## src/rtl/cache_pkg.sv

```systemverilog
`default_nettype none

package cache_pkg;

    // Word address and data geometry
    localparam int ADDR_WIDTH = 12;
    localparam int DATA_WIDTH = 32;
    localparam int STRB_WIDTH = DATA_WIDTH / 8;

    // Backing memory holds every word address
    localparam int MEM_DEPTH = 2 ** ADDR_WIDTH;

    // Default cache geometry
    localparam int DEF_NUM_SETS = 16;
    localparam int DEF_NUM_WAYS = 4;

    // Read latency of the shared memory in cycles
    localparam int DEF_MEM_LATENCY = 3;

    // Requesters sharing the memory
    localparam int NUM_PORTS = 2;
    localparam int PORT_IDX_WIDTH = $clog2(NUM_PORTS);

endpackage

`default_nettype wire

```

## src/rtl/mem_arbiter.sv

```systemverilog
`timescale 1ns/1ps
`default_nettype none

module mem_arbiter #(
    parameter int MEM_LATENCY = cache_pkg::DEF_MEM_LATENCY
) (
    input  logic                                                 clk,
    input  logic                                                 rst,
    input  logic [cache_pkg::NUM_PORTS-1:0]                      req_i,
    input  logic [cache_pkg::NUM_PORTS-1:0]                      we_i,
    input  logic [cache_pkg::NUM_PORTS-1:0][cache_pkg::ADDR_WIDTH-1:0] addr_i,
    input  logic [cache_pkg::NUM_PORTS-1:0][cache_pkg::DATA_WIDTH-1:0] wdata_i,
    input  logic [cache_pkg::NUM_PORTS-1:0][cache_pkg::STRB_WIDTH-1:0] be_i,
    output logic [cache_pkg::NUM_PORTS-1:0]                      gnt_o,
    output logic [cache_pkg::NUM_PORTS-1:0]                      fill_valid_o,
    output logic [cache_pkg::NUM_PORTS-1:0][cache_pkg::DATA_WIDTH-1:0] fill_data_o,
    output logic                                                 mem_valid_o,
    output logic                                                 mem_we_o,
    output logic [cache_pkg::ADDR_WIDTH-1:0]                     mem_addr_o,
    output logic [cache_pkg::DATA_WIDTH-1:0]                     mem_wdata_o,
    output logic [cache_pkg::STRB_WIDTH-1:0]                     mem_be_o,
    input  logic                                                 mem_rvalid_i,
    input  logic [cache_pkg::DATA_WIDTH-1:0]                     mem_rdata_i
);

    localparam int NP = cache_pkg::NUM_PORTS;
    localparam int PW = cache_pkg::PORT_IDX_WIDTH;

    // rr_q is the port with the highest priority
    logic [PW-1:0] rr_q;
    logic [PW-1:0] owner_q;
    logic          busy_q;
    logic          busy_we_q;
    logic [PW-1:0] pick;
    logic          found;

    always_comb begin : pick_next
        int idx;
        found = 1'b0;
        pick  = rr_q;
        for (int i = 0; i < NP; i++) begin
            idx = int'(rr_q) + i;
            if (idx >= NP) begin
                idx = idx - NP;
            end
            if (!found && req_i[idx]) begin
                found = 1'b1;
                pick  = PW'(idx);
            end
        end
    end

    always_comb begin
        gnt_o = '0;
        if (!busy_q && found) begin
            gnt_o[pick] = 1'b1;
        end
    end

    assign mem_valid_o = |gnt_o;
    assign mem_we_o    = we_i[pick];
    assign mem_addr_o  = addr_i[pick];
    assign mem_wdata_o = wdata_i[pick];
    assign mem_be_o    = be_i[pick];

    always_ff @(posedge clk or posedge rst) begin
        if (rst) begin
            rr_q      <= '0;
            owner_q   <= '0;
            busy_q    <= 1'b0;
            busy_we_q <= 1'b0;
        end else if (mem_valid_o) begin
            busy_q    <= 1'b1;
            busy_we_q <= we_i[pick];
            owner_q   <= pick;
            rr_q      <= (int'(pick) == NP - 1) ? '0 : pick + 1'b1;
        end else if (busy_q && (busy_we_q || mem_rvalid_i)) begin
            // Writes free the memory one cycle after the strobe
            busy_q <= 1'b0;
        end
    end

    always_comb begin
        fill_valid_o = '0;
        fill_valid_o[owner_q] = busy_q && mem_rvalid_i;
        for (int p = 0; p < NP; p++) begin
            fill_data_o[p] = mem_rdata_i;
        end
    end

    gnt_onehot_a: assert property (@(posedge clk) disable iff (rst) $onehot0(gnt_o))
        else $error("more than one grant in a cycle");

    read_latency_a: assert property (@(posedge clk) disable iff (rst)
        mem_valid_o && !mem_we_o |-> ##MEM_LATENCY mem_rvalid_i)
        else $error("memory read response missing");

endmodule

`default_nettype wire

```

## config.mk

```make
export PLATFORM = sky130hd
export DESIGN_NAME = mem_arbiter
export DESIGN_NICKNAME = d
export VERILOG_FILES = /design/src/rtl/cache_pkg.sv /design/src/rtl/mem_arbiter.sv
export SDC_FILE = /design/constraint.sdc
export NUM_CORES = 1
export LEC_CHECK = 0
export ABC_AREA = 1
export ABC_CLOCK_PERIOD_IN_PS = 1240
export BUFFER_PORTS_ARGS = -buffer_cell sky130_fd_sc_hd__buf_4
export CORE_AREA = 2 2 97 99
export DETAILED_ROUTE_END_ITERATION = 8
export DIE_AREA = 0 0 99 101
export GPL_ROUTABILITY_DRIVEN = 0
export GPL_TIMING_DRIVEN = 0
export PLACE_DENSITY = 0.53
export SLEW_MARGIN = 40
export SYNTH_ARGS = -nofsm -noshare
export SYNTH_HDL_FRONTEND = slang
export SYNTH_SLANG_ARGS = --single-unit
```

## constraint.sdc

```tcl
create_clock -name clk -period 1.24 [get_ports clk]
set_input_delay 0.124 -clock clk [delete_from_list [all_inputs] [get_ports clk]]
set_output_delay 0.124 -clock clk [all_outputs]
set_load 0.1 [all_outputs]
```

==> results.py <==
metrics = {
    "synthesis": {
        "synth-xor-area-share": 0,
        "postSynthAreaPerCell_um2": 5.483,
        "synth-seq-cells": 4,
        "synth.cell_area_um2": 1393,
        "synth_top_family_by_area": "simple AND/OR/NAND/NOR gates",
        "synth-compound-area-share": 0.01707,
        "syn_nets": 389,
        "yosysMostFrequentCell": "nand2_1",
        "synth_warnings": 0,
        "synth_common_cells": "100 x nand2_1, 66 x buf_4, 50 x nand3_1",
        "yosysUniqueCellTypes": 15,
        "ys_seq_area_frac": 0.07188,
        "yosys_most_used_dff": "dfrtp_1",
        "syn_inst": 254,
        "synthArstFlopShare": 1.000,
        "synth_top_area_share": 0.3558,
        "synthTopCellsByArea": "buf_4 36%, nand2_1 27%, nand3_1 18%, dfrtp_1 7.2%, buf_2 4.3%",
        "yosysTopAreaCell": "buf_4",
        "synth-edff-count": 0,
        "synthAdderAreaFrac": 0,
        "yosys.area_share.simple": 0.4798,
        "synthMuxAreaShare": 0,
    },
    "critical_path": {
        "rrSetupSlack_ns": -0.06,
        "crit_fanout": 8,
        "crit_end": "mem_wdata_o[25]",
        "rr_startpoint": "rr_q",
        "r2r-end": "owner_q",
        "start_kind": "flop",
        "crit_required_ns": 1.12,
        "worstSetupPathType": "reg -> out",
        "ff2ff_path_depth": 7,
        "crit_path_end_kind": "primary output",
        "cp-startpoint": "rr_q",
        "crit_arrival_ns": 1.45,
    },
    "power": {
        "power_leakage_nw": 2.439,
        "power_density_nw_per_um2": 2116,
        "p_comb_frac": 0.946,
        "pwr-share-seq": 0.026,
        "power_frac_clock": 0.028,
        "ir_drop_mv": 1.006,
        "p_total_mw": 9.842,
        "power.share.switching": 0.6351,
        "intPower_mw": 3.591,
        "power.switching_mw": 6.251,
    },
    "floorplan": {
        "die_area_um2": 9999,
        "die_h_um": 101,
        "io_pins": 253,
        "core_um2": 8977,
        "start_util": 0.1551,
        "die_x_um": 99,
        "rows": 35,
    },
    "routing": {
        "post-route-drc-count": 0,
        "avgViaCountPerCell": 4.035,
        "via_count": 2409,
        "ant_nets": 0,
        "wl_um": 7259,
        "wire_per_inst_um": 12.16,
        "drt_iter0_drc": 13,
        "firstDrtPassIters": 4,
    },
    "global_routing": {
        "track_usage": 0.1304,
        "grt_max_degree": 11,
        "gr-total-overflow": 0,
        "grt_pass1_wl_um": 10790,
        "first_global_vias": 2308,
        "antenna_found_initial": 0,
    },
    "cts": {
        "cts.path.max_buffers": 2,
        "clk_pin_slew_ns": 0.03,
        "h-tree-depth": 1,
        "cts_tree": "done",
        "clock-sinks": 4,
        "cts-root-buf": "clkbuf_8",
        "clock_latency_ns": 0.22,
        "cts_buffers": 3,
    },
    "final_layout": {
        "antenna_cells": 0,
        "final_nets": 623,
        "area_growth_syn_to_layout_pct": 234.1,
        "drive_gt1_frac": 0.8230,
        "final_area_um2": 4652,
        "fillCellCount": 826,
    },
    "sta": {
        "period_needed_ns": 1.575,
        "timing.final.setup_violations": 53,
        "skew_ns": 0.0007143,
        "fmaxAchievable_mhz": 635.0,
        "finalCritPeriodShare": 1.270,
        "finalHoldViolations": 0,
        "slew_headroom": 0.8133,
        "setup_ws_ns": -0.3347,
        "rsz0062_at_grt": "yes",
        "tightest_slew_ns": 0.2823,
        "drv_slew": 0,
    },
    "placed_design": {
        "numPortBuffers": 220,
        "dpl_cell_area_um2": 3659,
        "preCtsSetupSlack_ns": -0.4335,
        "dp_hpwl_um": 5963,
    },
    "job": {
        "maxCapViolCount": 0,
    },
    "status": {
        "status": "complete, but fails checks",
        "violations": "setup timing",
    },
    "min_path": {
        "min_path_type": "in -> reg",
    },
}
kinds of logic (layout without fill, tap and decap cells):
kind of cell           count (synthesis)  count (layout)
and+or+nand+nor                      158             158
DFF                                    4               4
AOI/OAI and AO/OA                      4               4
buffers and inverters                 88             320
repair_timing:
item / CTS / global route
endpoints found under the setup margin: 55 / 55
hold buffers: 1 / 0
setup buffers: 3 / 4
hold endpoints to repair: 4 / 0
pin swaps: 4 / 5
cloned: 1 / 1
gates resized for setup: 194 / 23
worst max-delay path: stages (launching register included):
cell       delay [ns]
dfrtp_1          0.39
nand2_2          0.12
nand2_8          0.10
buf_4            0.15
clkbuf_16        0.15
nand3_1          0.11
nand2_4          0.07
buf_12           0.16
routing by layer:
| layer | share of wire | global-route usage | wire length, um | up-vias |
|---|---|---|---|---|
| met1 | 0.31 | 0.1349 | 2220 | 1070 |
| met3 | 0.10 | 0.03259 | 750 | 5 |
| met5 | 0 | 0 | 0 | - |
| met2 | 0.58 | 0.2640 | 4232 | 131 |
| li1 | - | - | - | 1203 |
| met4 | 0.0077 | 0.02318 | 56 | 0 |
cells in the final DEF (no fill, tap or decap), drive strengths merged:
master         n
o31ai          1
dlygate4sd3    1
o21ai          1
clkbuf         4
inv            8
clkinvlp       1
nor2           2
nor3           2
nand3         50
o22ai          1
a21oi          1
nand2        103
dfrtp          4
and2           1
buf          306
how the worst min path moves through the flow:
stage	startpoint	end	slack (ns)	cells past startpoint
floorplan	rst	busy_q	-0.11	1
global placement	rst	owner_q	0.03	2
detailed placement	rst	owner_q	0.03	2
CTS	mem_rvalid_i	busy_q	0.11	2
global route	mem_rvalid_i	busy_q	0.09	2
finish	mem_rvalid_i	busy_q	0.10	2
layout make-up:
class | count | area (um2) | area share
inverter | 9 | 40.04 | 0.008607
buffer | 79 | 645.6 | 0.1388
tap | 111 | 138.9 | 0.02985
clock buffer | 3 | 41.29 | 0.008876
multi-input combinational | 162 | 1270 | 0.2730
sequential | 4 | 100.1 | 0.02152
timing repair buffer | 229 | 2416 | 0.5194
power by group through the flow:
stage / clock network (mW) / logic, mW / registers [mW]
after floorplan: 0 / 6.04 / 0.247
final: 0.276 / 9.31 / 0.256
after global placement: 0 / 7.44 / 0.253
after global routing: 0.301 / 9.62 / 0.264
after detailed placement: 0 / 7.45 / 0.256
after CTS: 0.280 / 9.21 / 0.253
per-stage QoR:
| stage | hold WS [ns] | TNS [ns] | util | instances |
|---|---|---|---|---|
| after global placement | 0.02586 | -16.52 | 0.4075 | 585 |
| after CTS | 0.1055 | -15.97 | 0.5040 | 593 |
| after detailed placement | 0.02610 | -16.61 | 0.4075 | 585 |
| after global routing | 0.09492 | -20.03 | 0.5182 | 597 |
| after floorplan | -0.1099 | -0.9592 | - | 254 |
| final | 0.1000 | -15.36 | 0.5182 | 597 |
flip-flops by register name, indices dropped and copies added, names as in the netlist:
register / count
busy_q: 1
busy_we_q: 1
owner_q: 1
rr_q: 1
Power figures use the tool's default switching activity.
