`config.mk`:
```
export PLATFORM = sky130hd
export DESIGN_NAME = l1_cache
export DESIGN_NICKNAME = d
export VERILOG_FILES = /design/src/rtl/cache_pkg.sv /design/src/rtl/l1_cache.sv
export SDC_FILE = /design/constraint.sdc
export NUM_CORES = 2
export LEC_CHECK = 0
export BUFFER_PORTS_ARGS = -buffer_cell sky130_fd_sc_hd__buf_2
export CAP_MARGIN = 0
export CELL_PAD_IN_SITES_DETAIL_PLACEMENT = 1
export CELL_PAD_IN_SITES_GLOBAL_PLACEMENT = 1
export CORE_ASPECT_RATIO = 0.5
export CORE_MARGIN = 2
export CORE_UTILIZATION = 47
export CTS_BUF_LIST = sky130_fd_sc_hd__clkbuf_4 sky130_fd_sc_hd__clkbuf_8 sky130_fd_sc_hd__clkbuf_16
export CTS_CLUSTER_SIZE = 20
export DETAILED_ROUTE_END_ITERATION = 10
export GPL_TIMING_DRIVEN = 0
export MAX_ROUTING_LAYER = met4
export PLACE_DENSITY_LB_ADDON = 0.1
export SETUP_SLACK_MARGIN = 0.02
export SLEW_MARGIN = 20
export SYNTH_ARGS = -nofsm -noshare
export SYNTH_HDL_FRONTEND = slang
export SYNTH_SLANG_ARGS = --single-unit
```
`constraint.sdc`:
```
create_clock -name clk -period 10.65 [get_ports clk]
set_clock_uncertainty 0.05 [all_clocks]
set_input_delay 0.5325 -clock clk [delete_from_list [all_inputs] [get_ports clk]]
set_output_delay 0.5325 -clock clk [all_outputs]
set_load 0.01 [all_outputs]
```
`src/rtl/cache_pkg.sv`:
```
`default_nettype none

package cache_pkg;

    // Word address and data geometry
    localparam int ADDR_WIDTH = 12;
    localparam int DATA_WIDTH = 32;
    localparam int STRB_WIDTH = DATA_WIDTH / 8;

    // Backing memory holds every word address
    localparam int MEM_DEPTH = 2 ** ADDR_WIDTH;

    // Default cache geometry
    localparam int DEF_NUM_SETS = 16;
    localparam int DEF_NUM_WAYS = 4;

    // Read latency of the shared memory in cycles
    localparam int DEF_MEM_LATENCY = 3;

    // Requesters sharing the memory
    localparam int NUM_PORTS = 2;
    localparam int PORT_IDX_WIDTH = $clog2(NUM_PORTS);

endpackage

`default_nettype wire

```
`src/rtl/l1_cache.sv`:
```
`timescale 1ns/1ps
`default_nettype none

module l1_cache #(
    parameter int NUM_SETS = cache_pkg::DEF_NUM_SETS,
    parameter int NUM_WAYS = cache_pkg::DEF_NUM_WAYS
) (
    input  logic                            clk,
    input  logic                            rst,
    input  logic                            req_i,
    input  logic                            we_i,
    input  logic [cache_pkg::ADDR_WIDTH-1:0] addr_i,
    input  logic [cache_pkg::DATA_WIDTH-1:0] wdata_i,
    input  logic [cache_pkg::STRB_WIDTH-1:0] be_i,
    output logic                            ack_o,
    output logic                            hit_o,
    output logic [cache_pkg::DATA_WIDTH-1:0] rdata_o,
    output logic                            mem_req_o,
    output logic                            mem_we_o,
    output logic [cache_pkg::ADDR_WIDTH-1:0] mem_addr_o,
    output logic [cache_pkg::DATA_WIDTH-1:0] mem_wdata_o,
    output logic [cache_pkg::STRB_WIDTH-1:0] mem_be_o,
    input  logic                            mem_gnt_i,
    input  logic                            fill_valid_i,
    input  logic [cache_pkg::DATA_WIDTH-1:0] fill_data_i
);

    localparam int SET_W = $clog2(NUM_SETS);
    localparam int TAG_W = cache_pkg::ADDR_WIDTH - SET_W;
    localparam int WAY_W = (NUM_WAYS > 1) ? $clog2(NUM_WAYS) : 1;

    typedef enum logic [2:0] {IDLE, LOOKUP, MISS_WAIT, WRITE_WAIT, RESP} state_t;

    logic [NUM_WAYS-1:0]             valid_q [NUM_SETS];
    logic [TAG_W-1:0]                tag_q   [NUM_SETS][NUM_WAYS];
    logic [cache_pkg::DATA_WIDTH-1:0] data_q [NUM_SETS][NUM_WAYS];
    logic [WAY_W-1:0]                rank_q  [NUM_SETS][NUM_WAYS];

    state_t                          state_q;
    logic                            req_pend_q;
    logic                            hit_q;
    logic [WAY_W-1:0]                hit_way_q;
    logic [WAY_W-1:0]                victim_q;
    logic [cache_pkg::DATA_WIDTH-1:0] rdata_q;

    logic [SET_W-1:0]                set_idx;
    logic [TAG_W-1:0]                tag;
    logic                            hit_now;
    logic [WAY_W-1:0]                hit_way;
    logic [cache_pkg::DATA_WIDTH-1:0] hit_data;
    logic                            found_free;
    logic [WAY_W-1:0]                victim_way;
    logic                            rd_hit_en;
    logic                            wr_hit_en;
    logic                            fill_en;
    logic                            touch_en;
    logic [WAY_W-1:0]                touch_way;

    // Requester holds the address, so it indexes the arrays in every state
    assign set_idx = addr_i[SET_W-1:0];
    assign tag     = addr_i[cache_pkg::ADDR_WIDTH-1:SET_W];

    always_comb begin
        hit_now  = 1'b0;
        hit_way  = '0;
        hit_data = '0;
        for (int w = 0; w < NUM_WAYS; w++) begin
            if (valid_q[set_idx][w] && (tag_q[set_idx][w] == tag)) begin
                hit_now  = 1'b1;
                hit_way  = WAY_W'(w);
                hit_data = data_q[set_idx][w];
            end
        end
    end

    // First free way, else lowest rank
    always_comb begin
        found_free = 1'b0;
        victim_way = '0;
        for (int w = 0; w < NUM_WAYS; w++) begin
            if (!found_free && !valid_q[set_idx][w]) begin
                found_free = 1'b1;
                victim_way = WAY_W'(w);
            end
        end
        if (!found_free) begin
            for (int w = 1; w < NUM_WAYS; w++) begin
                if (rank_q[set_idx][w] < rank_q[set_idx][victim_way]) begin
                    victim_way = WAY_W'(w);
                end
            end
        end
    end

    assign rd_hit_en = (state_q == IDLE) && req_i && !we_i && hit_now;
    assign wr_hit_en = (state_q == WRITE_WAIT) && mem_gnt_i && hit_q;
    assign fill_en   = (state_q == MISS_WAIT) && fill_valid_i;
    assign touch_en  = rd_hit_en || wr_hit_en || fill_en;
    assign touch_way = rd_hit_en ? hit_way : (fill_en ? victim_q : hit_way_q);

    always_ff @(posedge clk or posedge rst) begin
        if (rst) begin
            state_q    <= IDLE;
            req_pend_q <= 1'b0;
            hit_q      <= 1'b0;
            hit_way_q  <= '0;
            victim_q   <= '0;
        end else begin
            case (state_q)
                IDLE: begin
                    if (req_i) begin
                        hit_q     <= hit_now;
                        hit_way_q <= hit_way;
                        state_q   <= rd_hit_en ? RESP : LOOKUP;
                    end
                end
                LOOKUP: begin
                    victim_q   <= victim_way;
                    req_pend_q <= 1'b1;
                    state_q    <= we_i ? WRITE_WAIT : MISS_WAIT;
                end
                MISS_WAIT: begin
                    if (mem_gnt_i) begin
                        req_pend_q <= 1'b0;
                    end
                    if (fill_valid_i) begin
                        state_q <= RESP;
                    end
                end
                WRITE_WAIT: begin
                    if (mem_gnt_i) begin
                        req_pend_q <= 1'b0;
                        state_q    <= RESP;
                    end
                end
                RESP:    state_q <= IDLE;
                default: state_q <= IDLE;
            endcase
        end
    end

    always_ff @(posedge clk or posedge rst) begin
        if (rst) begin
            for (int s = 0; s < NUM_SETS; s++) begin
                valid_q[s] <= '0;
                for (int w = 0; w < NUM_WAYS; w++) begin
                    rank_q[s][w] <= '0;
                end
            end
        end else begin
            if (fill_en) begin
                valid_q[set_idx][victim_q] <= 1'b1;
            end
            // Touched way becomes most recent, ranks above it move down
            if (touch_en) begin
                for (int w = 0; w < NUM_WAYS; w++) begin
                    if (WAY_W'(w) == touch_way) begin
                        rank_q[set_idx][w] <= WAY_W'(NUM_WAYS - 1);
                    end else if (rank_q[set_idx][w] > rank_q[set_idx][touch_way]) begin
                        rank_q[set_idx][w] <= rank_q[set_idx][w] - 1'b1;
                    end
                end
            end
        end
    end

    always_ff @(posedge clk) begin
        if (fill_en) begin
            tag_q[set_idx][victim_q]  <= tag;
            data_q[set_idx][victim_q] <= fill_data_i;
            rdata_q                   <= fill_data_i;
        end
        if (rd_hit_en) begin
            rdata_q <= hit_data;
        end
        if (wr_hit_en) begin
            for (int b = 0; b < cache_pkg::STRB_WIDTH; b++) begin
                if (be_i[b]) begin
                    data_q[set_idx][hit_way_q][b*8 +: 8] <= wdata_i[b*8 +: 8];
                end
            end
        end
    end

    assign ack_o   = (state_q == RESP);
    assign hit_o   = (state_q == RESP) && hit_q;
    assign rdata_o = rdata_q;

    // Memory request follows the held requester fields
    assign mem_req_o   = req_pend_q;
    assign mem_we_o    = we_i;
    assign mem_addr_o  = addr_i;
    assign mem_wdata_o = wdata_i;
    assign mem_be_o    = be_i;

    req_held_a: assert property (@(posedge clk) disable iff (rst)
        req_i && !ack_o |=> req_i)
        else $error("req_i dropped before ack_o");

    mem_req_held_a: assert property (@(posedge clk) disable iff (rst)
        mem_req_o && !mem_gnt_i |=> mem_req_o && $stable(mem_we_o) && $stable(mem_addr_o))
        else $error("memory request changed before mem_gnt_i");

endmodule

`default_nettype wire

```
==> flow_metrics.env <==
export IMPL_placementRows=126
export IMPL_wl_per_cell_um=38.6
export IMPL_syn_to_final_growth_pct=12.8
export IMPL_finalNonFillerCells=9433
export IMPL_grt_max_degree=102
export IMPL_finalCritPeriodShare_pct=71.4
export IMPL_async_flop_share_pct=7.20
export IMPL_first_pass_iters=6
export IMPL_slew_headroom_pct=10.7
export IMPL_slew_violations=0
export IMPL_final_common_cell="edfxtp_1"
export IMPL_hp_class="in2reg"
export IMPL_fp_dieArea_mm2=0.243
export IMPL_htreeDepth=4
export IMPL_cp_max_fo=12
export IMPL_cts_root_buf="clkbuf_16"
export IMPL_rsz0062_at_grt="false"
export IMPL_grt_util_all_layers_pct=31.0
export IMPL_drv_cap=0
export IMPL_cts_tree="built"
export IMPL_status="complete, no violations"
export IMPL_finalSetupTns_ns=0
export IMPL_start_kind="input pin"
export IMPL_avgSynthCellArea_um2=20.3
export IMPL_clockBufferDepth=4
export IMPL_grt_overflow_total=0
export IMPL_final_core_util_pct=53.5
export IMPL_setup_viol=0
export IMPL_grt_pass1_wl_um=502000
export IMPL_syn_inst=5539
export IMPL_fin_ws_ns=3.04
export IMPL_critPathMostFrequentCell="buf_6"
export IMPL_io_buffers=165
export IMPL_vias=60600
export IMPL_drc_errors=0
export IMPL_drt_iter0_drc=8366
export IMPL_ys_flop_type="edfxtp_1"
export IMPL_yosysWarnings=0
export IMPL_viasPerCell=6.42
export IMPL_die_x_um=696
export IMPL_ant_nets=0
export IMPL_slowest_delay_ns=0.62
export IMPL_ys_seq_area_share_pct=73.7
export IMPL_antenna_found_initial=40
export IMPL_required_ns=11.41
export IMPL_grt_pass1_vias=61200
export IMPL_ys_types=72
export IMPL_synth_edff_count=2592
export IMPL_ys_ff_latch=2793
export IMPL_cts_resized_gates=0
export IMPL_cpMaxStageDelayCell="mux4_2"
export IMPL_place_congestion=0.893
export IMPL_cts_sinks=2793
export IMPL_synth_fp_nets=5636
export IMPL_numPlacedInstances=8941
export IMPL_boundaryPins=170
export IMPL_irDropWorstVdd_mv=0.156
export IMPL_finalWirelength_um=364000
export IMPL_final_nets=6092
export IMPL_final_layout_size_suffix_gt1_share_pct=30.2
export IMPL_worst_pin_slew_ns=1.34
export IMPL_fmax_mhz=131
export IMPL_final_cell_mix="2592 x edfxtp_1, 775 x mux4_2, 451 x nor2_1"
export IMPL_cts_setup_buffers=0
export IMPL_fill_cells=20700
export IMPL_dpl_worst_slack_ns=2.21
export IMPL_core_mm2=0.237
export IMPL_power_w=0.0242
export IMPL_cts_buffers=243
export IMPL_dp_final_hpwl_um=256000
export IMPL_path_class="in2reg"
export IMPL_syn_cell_area_mm2=0.112
export IMPL_cts_reportedPaths_clkPinSlew_ns=0.07
export IMPL_worstPathArrival_ns=8.37
export IMPL_p_leak_nw=41.7
export IMPL_end_kind="register"
export IMPL_clkLatencyLatePin_ns=0.91
export IMPL_pwr_density_cell_mw_per_mm2=191
export IMPL_finalHoldViolCount=0
export IMPL_period_minus_slack_ns=7.61
export IMPL_die_h_um=350
export IMPL_initial_core_util_pct=47.5
synth_stat cells (5+ instances only):
library cell / number / area share [%]
nor2b_1: 14 / 0.078
nand3_1: 58 / 0.26
nor2_1: 462 / 1.5
and3_1: 15 / 0.083
mux2_2: 141 / 1.4
a221oi_1: 9 / 0.070
buf_2: 95 / 0.42
xnor2_1: 31 / 0.24
o22ai_1: 6 / 0.033
nand4_1: 6 / 0.033
a21oi_1: 124 / 0.55
a22o_1: 9 / 0.070
o21ai_0: 45 / 0.20
clkbuf_1: 188 / 0.63
a21o_1: 40 / 0.27
or2_2: 78 / 0.43
nand2_1: 72 / 0.24
o32a_1: 5 / 0.045
ha_1: 11 / 0.12
o22a_1: 13 / 0.10
buf_1: 32 / 0.11
edfxtp_1: 2592 / 69
xor2_1: 16 / 0.12
mux4_1: 5 / 0.12
and2_1: 21 / 0.12
a22oi_1: 34 / 0.23
nor3_1: 22 / 0.098
buf_6: 16 / 0.16
a211oi_1: 5 / 0.033
buf_4: 63 / 0.42
a2bb2oi_1: 102 / 0.79
dfrtp_1: 201 / 4.5
inv_1: 47 / 0.16
mux4_2: 775 / 16
mux2i_1: 122 / 1.1
where the power goes:
| group | internal (W) | leakage (nW) | switching, W |
|---|---|---|---|
| combinational | 0.000872 | 11.5 | 0.00144 |
| clock | 0.00535 | 4.17 | 0.00416 |
| sequential | 0.0123 | 26.0 | 0.000157 |
critical path, delay by kind of cell:
family	cells	cell delay, ns
fa+ha+maj	3	0.68
mux	5	2.00
simple gates	6	1.15
buf+inv	9	2.43
compound gates	8	1.49
final timing paths:
kind | startpoint | cells after the start | to | slack [ns]
setup / recovery | addr_i[0] | 31 | victim_q[1]$_DFFE_PP0P_ | 3.04
max in group asynchronous | rst | 5 | valid_q[8]$_DFFE_PP0P_ | 9.26
hold / removal | fill_valid_i | 4 | state_q[1]$_DFFE_PP0P_ | 0.06
min in group asynchronous | rst | 3 | valid_q[61]$_DFFE_PP0P_ | 0.07
hold reg to reg | valid_q[33]$_DFFE_PP0P_ | 1 | valid_q[33]$_DFFE_PP0P_ | 0.42
setup reg to reg | tag_q[13][26]$_DFFE_PP_ | 16 | rank_q[5]$_DFFE_PP0P_ | 3.79
routing by layer:
| metal | routed length (um) | up-vias | GRT usage [%] |
|---|---|---|---|
| li1 | - | 23600 | - |
| met1 | 151000 | 33300 | 43.4 |
| met2 | 163000 | 3085 | 45.0 |
| met3 | 35200 | 598 | 7.31 |
| met4 | 14800 | 0 | 10.6 |
| met5 | 0 | - | - |
flip-flops by register name (all words and copies together) (netlist names):
| name | cells |
|---|---|
| state_q | 3 |
| victim_q | 2 |
| rank_q | 128 |
| valid_q | 64 |
| data_q | 2048 |
| tag_q | 512 |
| hit_way_q | 2 |
| hit_q | 1 |
| mem_req_o | 1 |
| rdata_o | 32 |
kinds of logic after synthesis:
group	Yosys count	synth area share [%]
AO/OA/AOI/OAI	428	2.71
XOR/XNOR	47	0.366
adder cells (fa/ha/maj)	11	0.122
buffers and inverters	444	1.94
flip-flops	2793	73.7
multiplexers	1043	18.1
AND/OR/NAND/NOR	773	3.05
per-stage QoR:
stage / hold WS (ns) / area (um2)
floorplan: 0.384 / 112000
global placement: 0.395 / 117000
detailed placement: 0.387 / 118000
CTS: 0.000214 / 127000
global route: 0.0516 / 127000
finish: 0.0622 / 127000
cell type report:
class | count | area (um2) | area share [%]
Antenna cell | 38 | 95.1 | 0.0750
Buffer | 397 | 2080 | 1.64
Clock buffer | 296 | 6610 | 5.21
Clock inverter | 149 | 1750 | 1.38
Inverter | 47 | 184 | 0.145
Multi-Input combinational cell | 2302 | 27500 | 21.6
Sequential cell | 2793 | 82900 | 65.3
Tap cell | 3200 | 4000 | 3.16
Timing Repair Buffer | 211 | 1800 | 1.42
repair_timing:
item                                    in CTS  in global routing
endpoints found under the setup margin       0                  0
hold endpoints to repair                   112                  0
hold buffers                                 8                  0
Note: power is estimated with default switching activity, not from simulation.
